<file path="src/dnc_gate_pkg.sv">
// Shared definitions for the DNC interface gate unit
package dnc_gate_pkg;

  ////////////////////////////////////////////////////////////////////////////
  // Types
  ////////////////////////////////////////////////////////////////////////////

  // Which interface gate a scalar belongs to
  typedef logic [1:0] gate_id_t;

  ////////////////////////////////////////////////////////////////////////////
  // Gate codes
  ////////////////////////////////////////////////////////////////////////////

  // Write gate g^w
  localparam gate_id_t GATE_WRITE = 2'd0;

  // Allocation gate g^a
  localparam gate_id_t GATE_ALLOC = 2'd1;

  // Free gate f
  localparam gate_id_t GATE_FREE = 2'd2;

  // Code 3 is not a gate and is rejected by decode

  // Number of held gate levels
  localparam int GATE_COUNT = 3;

  ////////////////////////////////////////////////////////////////////////////
  // Default fixed-point format
  ////////////////////////////////////////////////////////////////////////////

  // Total scalar width, two's complement
  localparam int DEFAULT_DATA_SIZE = 32;

  // Fraction bits within the scalar
  localparam int DEFAULT_FRAC_SIZE = 16;

endpackage

</file>
<file path="src/dnc_gate_decode.sv">
`timescale 1ns/1ns

module dnc_gate_decode #(
  parameter int DATA_SIZE = 32,
  parameter int FRAC_SIZE = 16
) (
  // Global
  input  logic                   CLK,
  input  logic                   rst_n,

  // Host issue
  input  logic                   start,
  input  dnc_gate_pkg::gate_id_t gate_sel,
  input  logic [DATA_SIZE-1:0]   gate_in,

  // To the logistic pipeline
  output logic                   issue,
  output dnc_gate_pkg::gate_id_t issue_gate,
  output logic [DATA_SIZE-1:0]   issue_data,

  // Illegal selector strobe
  output logic                   error
);

  ////////////////////////////////////////////////////////////////////////////
  // Format check
  ////////////////////////////////////////////////////////////////////////////

  // Breakpoint 2.375 needs 3 fraction bits, offset 0.84375 needs 5
  // Value 5 needs 3 integer bits plus sign
  if (FRAC_SIZE < 5 || DATA_SIZE - FRAC_SIZE < 4) begin : g_bad_format
    $error("dnc_gate_decode: unsupported fixed-point format");
  end

  ////////////////////////////////////////////////////////////////////////////
  // Selector check
  ////////////////////////////////////////////////////////////////////////////

  logic sel_legal;

  // Only the three gate codes are accepted
  assign sel_legal = (gate_sel == dnc_gate_pkg::GATE_WRITE) ||
                     (gate_sel == dnc_gate_pkg::GATE_ALLOC) ||
                     (gate_sel == dnc_gate_pkg::GATE_FREE);

  ////////////////////////////////////////////////////////////////////////////
  // Issue register
  ////////////////////////////////////////////////////////////////////////////

  // Strobes, one cycle after start
  always_ff @(posedge CLK or negedge rst_n) begin
    if (!rst_n) begin
      issue <= 1'b0;
      error <= 1'b0;
    end else begin
      issue <= start && sel_legal;
      error <= start && !sel_legal;
    end
  end

  // Operand and tag, captured with the start
  always_ff @(posedge CLK) begin
    if (start) begin
      issue_gate <= gate_sel;
      issue_data <= gate_in;
    end
  end

  // A start goes either to the pipeline or to the error output
  // Code 3 is the only selector that ends in error
  a_issue_error_excl : assert property (
    @(posedge CLK) disable iff (!rst_n)
    start |=> ((issue ^ error) && (error == ($past(gate_sel) == 2'd3)))
  );

endmodule

</file>
<file path="src/dnc_scalar_logistic.sv">
`timescale 1ns/1ns

module dnc_scalar_logistic #(
  parameter int DATA_SIZE = 32,
  parameter int FRAC_SIZE = 16
) (
  // Global
  input  logic                   CLK,
  input  logic                   rst_n,

  // From decode
  input  logic                   issue,
  input  dnc_gate_pkg::gate_id_t issue_gate,
  input  logic [DATA_SIZE-1:0]   issue_data,

  // To result
  output logic                   done,
  output dnc_gate_pkg::gate_id_t done_gate,
  output logic [DATA_SIZE-1:0]   done_value
);

  ////////////////////////////////////////////////////////////////////////////
  // Constants
  ////////////////////////////////////////////////////////////////////////////

  // 1.0 in the current format
  localparam logic [DATA_SIZE-1:0] ONE = DATA_SIZE'(1) << FRAC_SIZE;

  // Breakpoints 2.375 = 19/8 and 5
  localparam logic [DATA_SIZE-1:0] BRK_2375 = DATA_SIZE'(19) << (FRAC_SIZE - 3);
  localparam logic [DATA_SIZE-1:0] BRK_5    = DATA_SIZE'(5) << FRAC_SIZE;

  // Segment offsets 0.5, 0.625 = 5/8, 0.84375 = 27/32
  localparam logic [DATA_SIZE-1:0] OFS_0500 = DATA_SIZE'(1) << (FRAC_SIZE - 1);
  localparam logic [DATA_SIZE-1:0] OFS_0625 = DATA_SIZE'(5) << (FRAC_SIZE - 3);
  localparam logic [DATA_SIZE-1:0] OFS_0844 = DATA_SIZE'(27) << (FRAC_SIZE - 5);

  // Segment codes
  localparam logic [1:0] SEG_NEAR = 2'd0;  // |x| < 1
  localparam logic [1:0] SEG_MID  = 2'd1;  // 1 <= |x| < 2.375
  localparam logic [1:0] SEG_FAR  = 2'd2;  // 2.375 <= |x| < 5
  localparam logic [1:0] SEG_SAT  = 2'd3;  // |x| >= 5

  ////////////////////////////////////////////////////////////////////////////
  // Stage 1: sign, magnitude, segment
  ////////////////////////////////////////////////////////////////////////////

  logic                   in_sign;
  logic [DATA_SIZE-1:0]   in_abs;
  logic [1:0]             in_seg;

  logic                   s1_valid;
  dnc_gate_pkg::gate_id_t s1_gate;
  logic                   s1_sign;
  logic [DATA_SIZE-1:0]   s1_abs;
  logic [1:0]             s1_seg;

  // Most negative input stays 2^(N-1) unsigned and lands in saturation
  assign in_sign = issue_data[DATA_SIZE-1];
  assign in_abs  = in_sign ? -issue_data : issue_data;

  // Unsigned compares on the magnitude
  always_comb begin
    if (in_abs >= BRK_5) begin
      in_seg = SEG_SAT;
    end else if (in_abs >= BRK_2375) begin
      in_seg = SEG_FAR;
    end else if (in_abs >= ONE) begin
      in_seg = SEG_MID;
    end else begin
      in_seg = SEG_NEAR;
    end
  end

  always_ff @(posedge CLK or negedge rst_n) begin
    if (!rst_n) begin
      s1_valid <= 1'b0;
    end else begin
      s1_valid <= issue;
    end
  end

  always_ff @(posedge CLK) begin
    s1_gate <= issue_gate;
    s1_sign <= in_sign;
    s1_abs  <= in_abs;
    s1_seg  <= in_seg;
  end

  ////////////////////////////////////////////////////////////////////////////
  // Stage 2: slope and offset
  ////////////////////////////////////////////////////////////////////////////

  logic [DATA_SIZE-1:0]   seg_value;

  logic                   s2_valid;
  dnc_gate_pkg::gate_id_t s2_gate;
  logic                   s2_sign;
  logic [DATA_SIZE-1:0]   s2_value;

  // Magnitude is non-negative so the shift truncates toward zero
  always_comb begin
    case (s1_seg)
      SEG_NEAR: seg_value = (s1_abs >> 2) + OFS_0500;
      SEG_MID:  seg_value = (s1_abs >> 3) + OFS_0625;
      SEG_FAR:  seg_value = (s1_abs >> 5) + OFS_0844;
      default:  seg_value = ONE;
    endcase
  end

  always_ff @(posedge CLK or negedge rst_n) begin
    if (!rst_n) begin
      s2_valid <= 1'b0;
    end else begin
      s2_valid <= s1_valid;
    end
  end

  always_ff @(posedge CLK) begin
    s2_gate  <= s1_gate;
    s2_sign  <= s1_sign;
    s2_value <= seg_value;
  end

  ////////////////////////////////////////////////////////////////////////////
  // Stage 3: negative mirror
  ////////////////////////////////////////////////////////////////////////////

  // sigmoid(-x) = 1 - sigmoid(x)
  always_ff @(posedge CLK or negedge rst_n) begin
    if (!rst_n) begin
      done <= 1'b0;
    end else begin
      done <= s2_valid;
    end
  end

  always_ff @(posedge CLK) begin
    done_gate  <= s2_gate;
    done_value <= s2_sign ? (ONE - s2_value) : s2_value;
  end

  // Output of the whole pipeline stays in [0, 1]
  a_value_range : assert property (
    @(posedge CLK) disable iff (!rst_n)
    done |-> (!done_value[DATA_SIZE-1] && (done_value <= ONE))
  );

endmodule

</file>
<file path="src/dnc_gate_result.sv">
`timescale 1ns/1ns

module dnc_gate_result #(
  parameter int DATA_SIZE = 32,
  parameter int FRAC_SIZE = 16
) (
  // Global
  input  logic                   CLK,
  input  logic                   rst_n,

  // From the logistic pipeline
  input  logic                   done,
  input  dnc_gate_pkg::gate_id_t done_gate,
  input  logic [DATA_SIZE-1:0]   done_value,

  // Result strobe
  output logic                   ready,
  output dnc_gate_pkg::gate_id_t gate_id,
  output logic [DATA_SIZE-1:0]   gate_out,

  // Held gate levels for the write logic
  output logic [DATA_SIZE-1:0]   write_gate,
  output logic [DATA_SIZE-1:0]   alloc_gate,
  output logic [DATA_SIZE-1:0]   free_gate
);

  ////////////////////////////////////////////////////////////////////////////
  // Constants
  ////////////////////////////////////////////////////////////////////////////

  // Neutral gate value 0.5
  localparam logic [DATA_SIZE-1:0] HALF = DATA_SIZE'(1) << (FRAC_SIZE - 1);

  ////////////////////////////////////////////////////////////////////////////
  // Output strobe
  ////////////////////////////////////////////////////////////////////////////

  always_ff @(posedge CLK or negedge rst_n) begin
    if (!rst_n) begin
      ready    <= 1'b0;
      gate_id  <= dnc_gate_pkg::GATE_WRITE;
      gate_out <= '0;
    end else begin
      ready <= done;
      // Value and tag hold between results
      if (done) begin
        gate_id  <= done_gate;
        gate_out <= done_value;
      end
    end
  end

  ////////////////////////////////////////////////////////////////////////////
  // Held gates
  ////////////////////////////////////////////////////////////////////////////

  logic [DATA_SIZE-1:0] held [dnc_gate_pkg::GATE_COUNT];

  // Only the tagged register changes, on the same edge as ready
  always_ff @(posedge CLK or negedge rst_n) begin
    if (!rst_n) begin
      for (int i = 0; i < dnc_gate_pkg::GATE_COUNT; i++) begin
        held[i] <= HALF;
      end
    end else begin
      for (int i = 0; i < dnc_gate_pkg::GATE_COUNT; i++) begin
        if (done && (done_gate == dnc_gate_pkg::gate_id_t'(i))) begin
          held[i] <= done_value;
        end
      end
    end
  end

  assign write_gate = held[dnc_gate_pkg::GATE_WRITE];
  assign alloc_gate = held[dnc_gate_pkg::GATE_ALLOC];
  assign free_gate  = held[dnc_gate_pkg::GATE_FREE];

  // Named held gate already shows the result in the ready cycle
  a_ready_pulse : assert property (
    @(posedge CLK) disable iff (!rst_n)
    ready |-> (held[gate_id] == gate_out)
  );

endmodule

</file>
<file path="src/dnc_gate_unit.sv">
`timescale 1ns/1ns

module dnc_gate_unit #(
  parameter int DATA_SIZE = dnc_gate_pkg::DEFAULT_DATA_SIZE,
  parameter int FRAC_SIZE = dnc_gate_pkg::DEFAULT_FRAC_SIZE
) (
  // Global
  input  logic                   CLK,
  input  logic                   rst_n,

  // Host issue
  input  logic                   start,
  input  dnc_gate_pkg::gate_id_t gate_sel,
  input  logic [DATA_SIZE-1:0]   gate_in,

  // Result and error strobes
  output logic                   ready,
  output logic                   error,
  output dnc_gate_pkg::gate_id_t gate_id,
  output logic [DATA_SIZE-1:0]   gate_out,

  // Held gate levels
  output logic [DATA_SIZE-1:0]   write_gate,
  output logic [DATA_SIZE-1:0]   alloc_gate,
  output logic [DATA_SIZE-1:0]   free_gate
);

  ////////////////////////////////////////////////////////////////////////////
  // Signals
  ////////////////////////////////////////////////////////////////////////////

  // Decode to execute
  logic                   issue;
  dnc_gate_pkg::gate_id_t issue_gate;
  logic [DATA_SIZE-1:0]   issue_data;

  // Execute to result
  logic                   done;
  dnc_gate_pkg::gate_id_t done_gate;
  logic [DATA_SIZE-1:0]   done_value;

  ////////////////////////////////////////////////////////////////////////////
  // Body
  ////////////////////////////////////////////////////////////////////////////

  // g = sigmoid(g^), one cycle decode, three execute, one result
  dnc_gate_decode #(
    .DATA_SIZE(DATA_SIZE),
    .FRAC_SIZE(FRAC_SIZE)
  ) decode_i (
    .CLK       (CLK),
    .rst_n     (rst_n),
    .start     (start),
    .gate_sel  (gate_sel),
    .gate_in   (gate_in),
    .issue     (issue),
    .issue_gate(issue_gate),
    .issue_data(issue_data),
    .error     (error)
  );

  dnc_scalar_logistic #(
    .DATA_SIZE(DATA_SIZE),
    .FRAC_SIZE(FRAC_SIZE)
  ) execute_i (
    .CLK       (CLK),
    .rst_n     (rst_n),
    .issue     (issue),
    .issue_gate(issue_gate),
    .issue_data(issue_data),
    .done      (done),
    .done_gate (done_gate),
    .done_value(done_value)
  );

  dnc_gate_result #(
    .DATA_SIZE(DATA_SIZE),
    .FRAC_SIZE(FRAC_SIZE)
  ) result_i (
    .CLK       (CLK),
    .rst_n     (rst_n),
    .done      (done),
    .done_gate (done_gate),
    .done_value(done_value),
    .ready     (ready),
    .gate_id   (gate_id),
    .gate_out  (gate_out),
    .write_gate(write_gate),
    .alloc_gate(alloc_gate),
    .free_gate (free_gate)
  );

endmodule

</file>
<file path="config.mk">
export PLATFORM = sky130hd
export DESIGN_NAME = dnc_gate_unit
export DESIGN_NICKNAME = d
export VERILOG_FILES = /design/src/dnc_gate_pkg.sv /design/src/dnc_gate_decode.sv /design/src/dnc_scalar_logistic.sv /design/src/dnc_gate_result.sv /design/src/dnc_gate_unit.sv
export SDC_FILE = /design/constraint.sdc
export NUM_CORES = 1
export LEC_CHECK = 0
export ABC_AREA = 1
export ABC_CLOCK_PERIOD_IN_PS = 3050
export BUFFER_PORTS_ARGS = -buffer_cell sky130_fd_sc_hd__buf_2
export CAP_MARGIN = 25
export CORE_MARGIN = 5
export CORE_UTILIZATION = 30
export DETAILED_ROUTE_END_ITERATION = 10
export GPL_TIMING_DRIVEN = 0
export MAX_ROUTING_LAYER = met4
export PLACE_DENSITY = 0.47
export SYNTH_ARGS = -nofsm -noshare
export SYNTH_HDL_FRONTEND = slang
export SYNTH_SLANG_ARGS = --single-unit
</file>
<file path="constraint.sdc">
create_clock -name CLK -period 3.05 [get_ports CLK]
set_input_delay 0 -clock CLK [delete_from_list [all_inputs] [get_ports CLK]]
set_output_delay 0 -clock CLK [all_outputs]
set_load 0.005 [all_outputs]
</file>
==> results_dict.tcl <==
set metrics [dict create \
    htreeDepth 1 \
    final_layout_size_suffix_gt1_frac 0.185 \
    cp.required_ns 3.52 \
    crit_chain "ha_1, nand2_1, nor2_1, inv_1, nor2_1, nand4_1, o21ai_0, o211ai_1, o311ai_1" \
    synth_edf_count 34 \
    grt_pass1_vias 9024 \
    path_clk_slew_ns 0.06 \
    routabilityCongestion 0.847 \
    hpwl_um 23200 \
    synthArstFlopShare 0.498 \
    synth_nets 1326 \
    design_area_sq_um 14200 \
    hold_start "start" \
    fill_cells 3883 \
    critical_path_arrival_ns 2.48 \
    cts_sinks 273 \
    fin_skew_ns 0.0164 \
    grt_overflow_total 0 \
    worst_setup_path_start_kind "flop" \
    cts_tree "yes" \
    synth-seq-area-share 0.573 \
    yosysMostFrequentCell "nand2_1" \
    r2r-end "execute_i.s2_value[27]" \
    grt_usage 0.147 \
    pin_count 169 \
    clockBufferDepth 3 \
    fin_crit_ns 2.01 \
    cpMostUsedCell "nor2_1" \
    fmax_mhz 496 \
    setup_viol 0 \
    drc 0 \
    p_per_area_nw_per_um2 576 \
    fin_crit_sh 0.661 \
    critPathSlowestCell "dfxtp_1" \
    dp_slack_ns 1.06 \
    status "finished, final reports clean" \
    finalHoldViolations 0 \
    power_mw 8.17 \
    worstSetupPathType "reg -> reg" \
    worst_slack_ns 1.04 \
    drtIter0Drc 594 \
    cts_root_buf "clkbuf_16" \
    fp.dieH_um 204 \
    dpl_cell_area_sq_um 12800 \
    die_area_sq_um 41800 \
    min_to "decode_i.issue_data[27]" \
    slew_viol_final 0 \
    synth_top_area_cell "dfrtp_1" \
    dp_cells 1962 \
    grt_pass1_wl_um 49000 \
    reg2reg_depth 9 \
    drt_pre_antenna_iters 5 \
    tightest_slew_ns 0.789 \
    ff2ff_setup_slack_ns 1.04 \
    yosysWarnings 0 \
    portBuffers 168 \
    post_cts.repair.setup_buffers 0 \
    synth_top_area_frac 0.294 \
    viasPerCell 4.48 \
    leakagePower_nw 6.71 \
    stdcell_count 2056 \
    via_count 9212 \
    critPathMaxStageDelay_ns 0.44 \
    synthesis.area_sq_um 11300 \
    clk_latency_ns 0.58 \
    irDropWorstVdd_mv 0.406 \
    fin_nets 1566 \
    antenna_left 0 \
    cap_violations 0 \
    critPathCaptureType "flop" \
    tns_ns 0 \
    reg2reg_from "execute_i.s1_abs[18]" \
    wl_um 30600 \
    antenna_found_initial 0 \
    hold_path.class "in -> reg" \
    initial_core_util 0.302 \
    rows 71 \
    ys_ff_latch 273 \
    synth_ff_type "dfrtp_1" \
    wire_per_inst_um 14.9 \
    syn_area_per_cell_sq_um 8.84 \
    antenna_cells 0 \
    cts_made_buffers 31 \
    finish.utilization 0.379 \
    die_w_um 204 \
    core_area_sq_um 37500 \
    syn2layout_area_growth_pct 25.3 \
    synth_cells 1282 \
    max_slew_margin 0.474 \
    synthTopCellsByCount "nand2_1 (269), nor2_1 (136), dfrtp_1 (133)" \
    grt_max_degree 95 \
    synth.distinct_cells 45 \
    holdWs_ns 0.0614 \
    hold_depth 1 \
    rsz0062_at_grt "false" \
    crit_start "execute_i.s1_abs[18]" \
    synth.area.top_cells "dfrtp_1 (29%), dfxtp_1 (18%), edfxtp_1 (9.0%)" \
    crit_fanout 6 \
]
## where the power goes
group	leakage, nW	switching (mW)	internal [mW]
logic	3.25	0.459	0.250
registers	2.99	0.130	3.84
clock network	0.471	1.48	2.01
## state kept, by name, summed over array words and instances, names as in the netlist, 30 cells and up
register	count
result_i.write_gate	32
result_i.free_gate	32
execute_i.done_value	32
decode_i.issue_data	32
result_i.gate_out	32
execute_i.s1_abs	30
result_i.alloc_gate	32
execute_i.s2_value	31
## critical path, delay by kind of cell (launching register included)
kind                     cells  cell delay (ns)
buffers and inverters        1             0.12
AND/OR/NAND/NOR              4             0.68
AO/OA/AOI/OAI                3             0.47
flip-flops                   1             0.44
adder cells (fa/ha/maj)      1             0.21
## worst max-delay path by stage
stage / slack (ns) / cells past startpoint / end
floorplan: 1.37 / 12 / execute_i.s1_seg[1]
global placement: 0.04 / 1 / result_i.gate_out[28]
detailed placement: 1.06 / 12 / execute_i.s2_value[23]
CTS: 1.04 / 12 / execute_i.s2_value[23]
global route: 0.82 / 10 / execute_i.s2_value[25]
finish: 1.04 / 9 / execute_i.s2_value[27]
## cell usage in the layout, fill, tap and decap left out, drive strengths merged, types with 34 or more instances in the layout
master,Yosys,routed
inv,142,145
dlygate4sd3,0,37
dfxtp,103,103
dfrtp,133,133
nand3,67,67
edfxtp,34,34
o21ai,139,139
clkbuf,31,72
buf,10,180
nor2,151,151
a21oi,54,54
nand2,290,290
## logic make-up (layout without fill, tap and decap cells)
group	after synthesis	count (layout)	share of synthesized area
AO/OA/AOI/OAI	229	229	0.112
XOR/XNOR	42	42	0.0325
flip-flops	273	273	0.573
buffers and inverters	187	450	0.0626
AND/OR/NAND/NOR	543	543	0.212
adder cells (fa/ha/maj)	7	7	0.00773
multiplexers	1	1	0.000994
## layer usage
metal	vias up	track usage	wire length (um)
li1	4639	-	-
met1	4273	0.199	14500
met2	250	0.232	13700
met3	50	0.0260	1780
met4	0	0.0376	679
met5	-	-	0
## repair_timing
| action | in CTS | in global routing |
|---|---|---|
| endpoints found under the hold margin | 169 | 0 |
| gates resized for setup | 0 | 0 |
| hold buffers | 38 | 0 |
## layout make-up
class / count / area [sq um] / area share
buffer: 41 / 161 / 0.0114
clock buffer: 41 / 833 / 0.0587
clock inverter: 15 / 125 / 0.00881
inverter: 146 / 548 / 0.0386
multi-input combinational: 822 / 4130 / 0.291
sequential: 273 / 6490 / 0.457
tap: 511 / 639 / 0.0450
timing repair buffer: 207 / 1260 / 0.0891
Power figures use the tool's default switching activity.
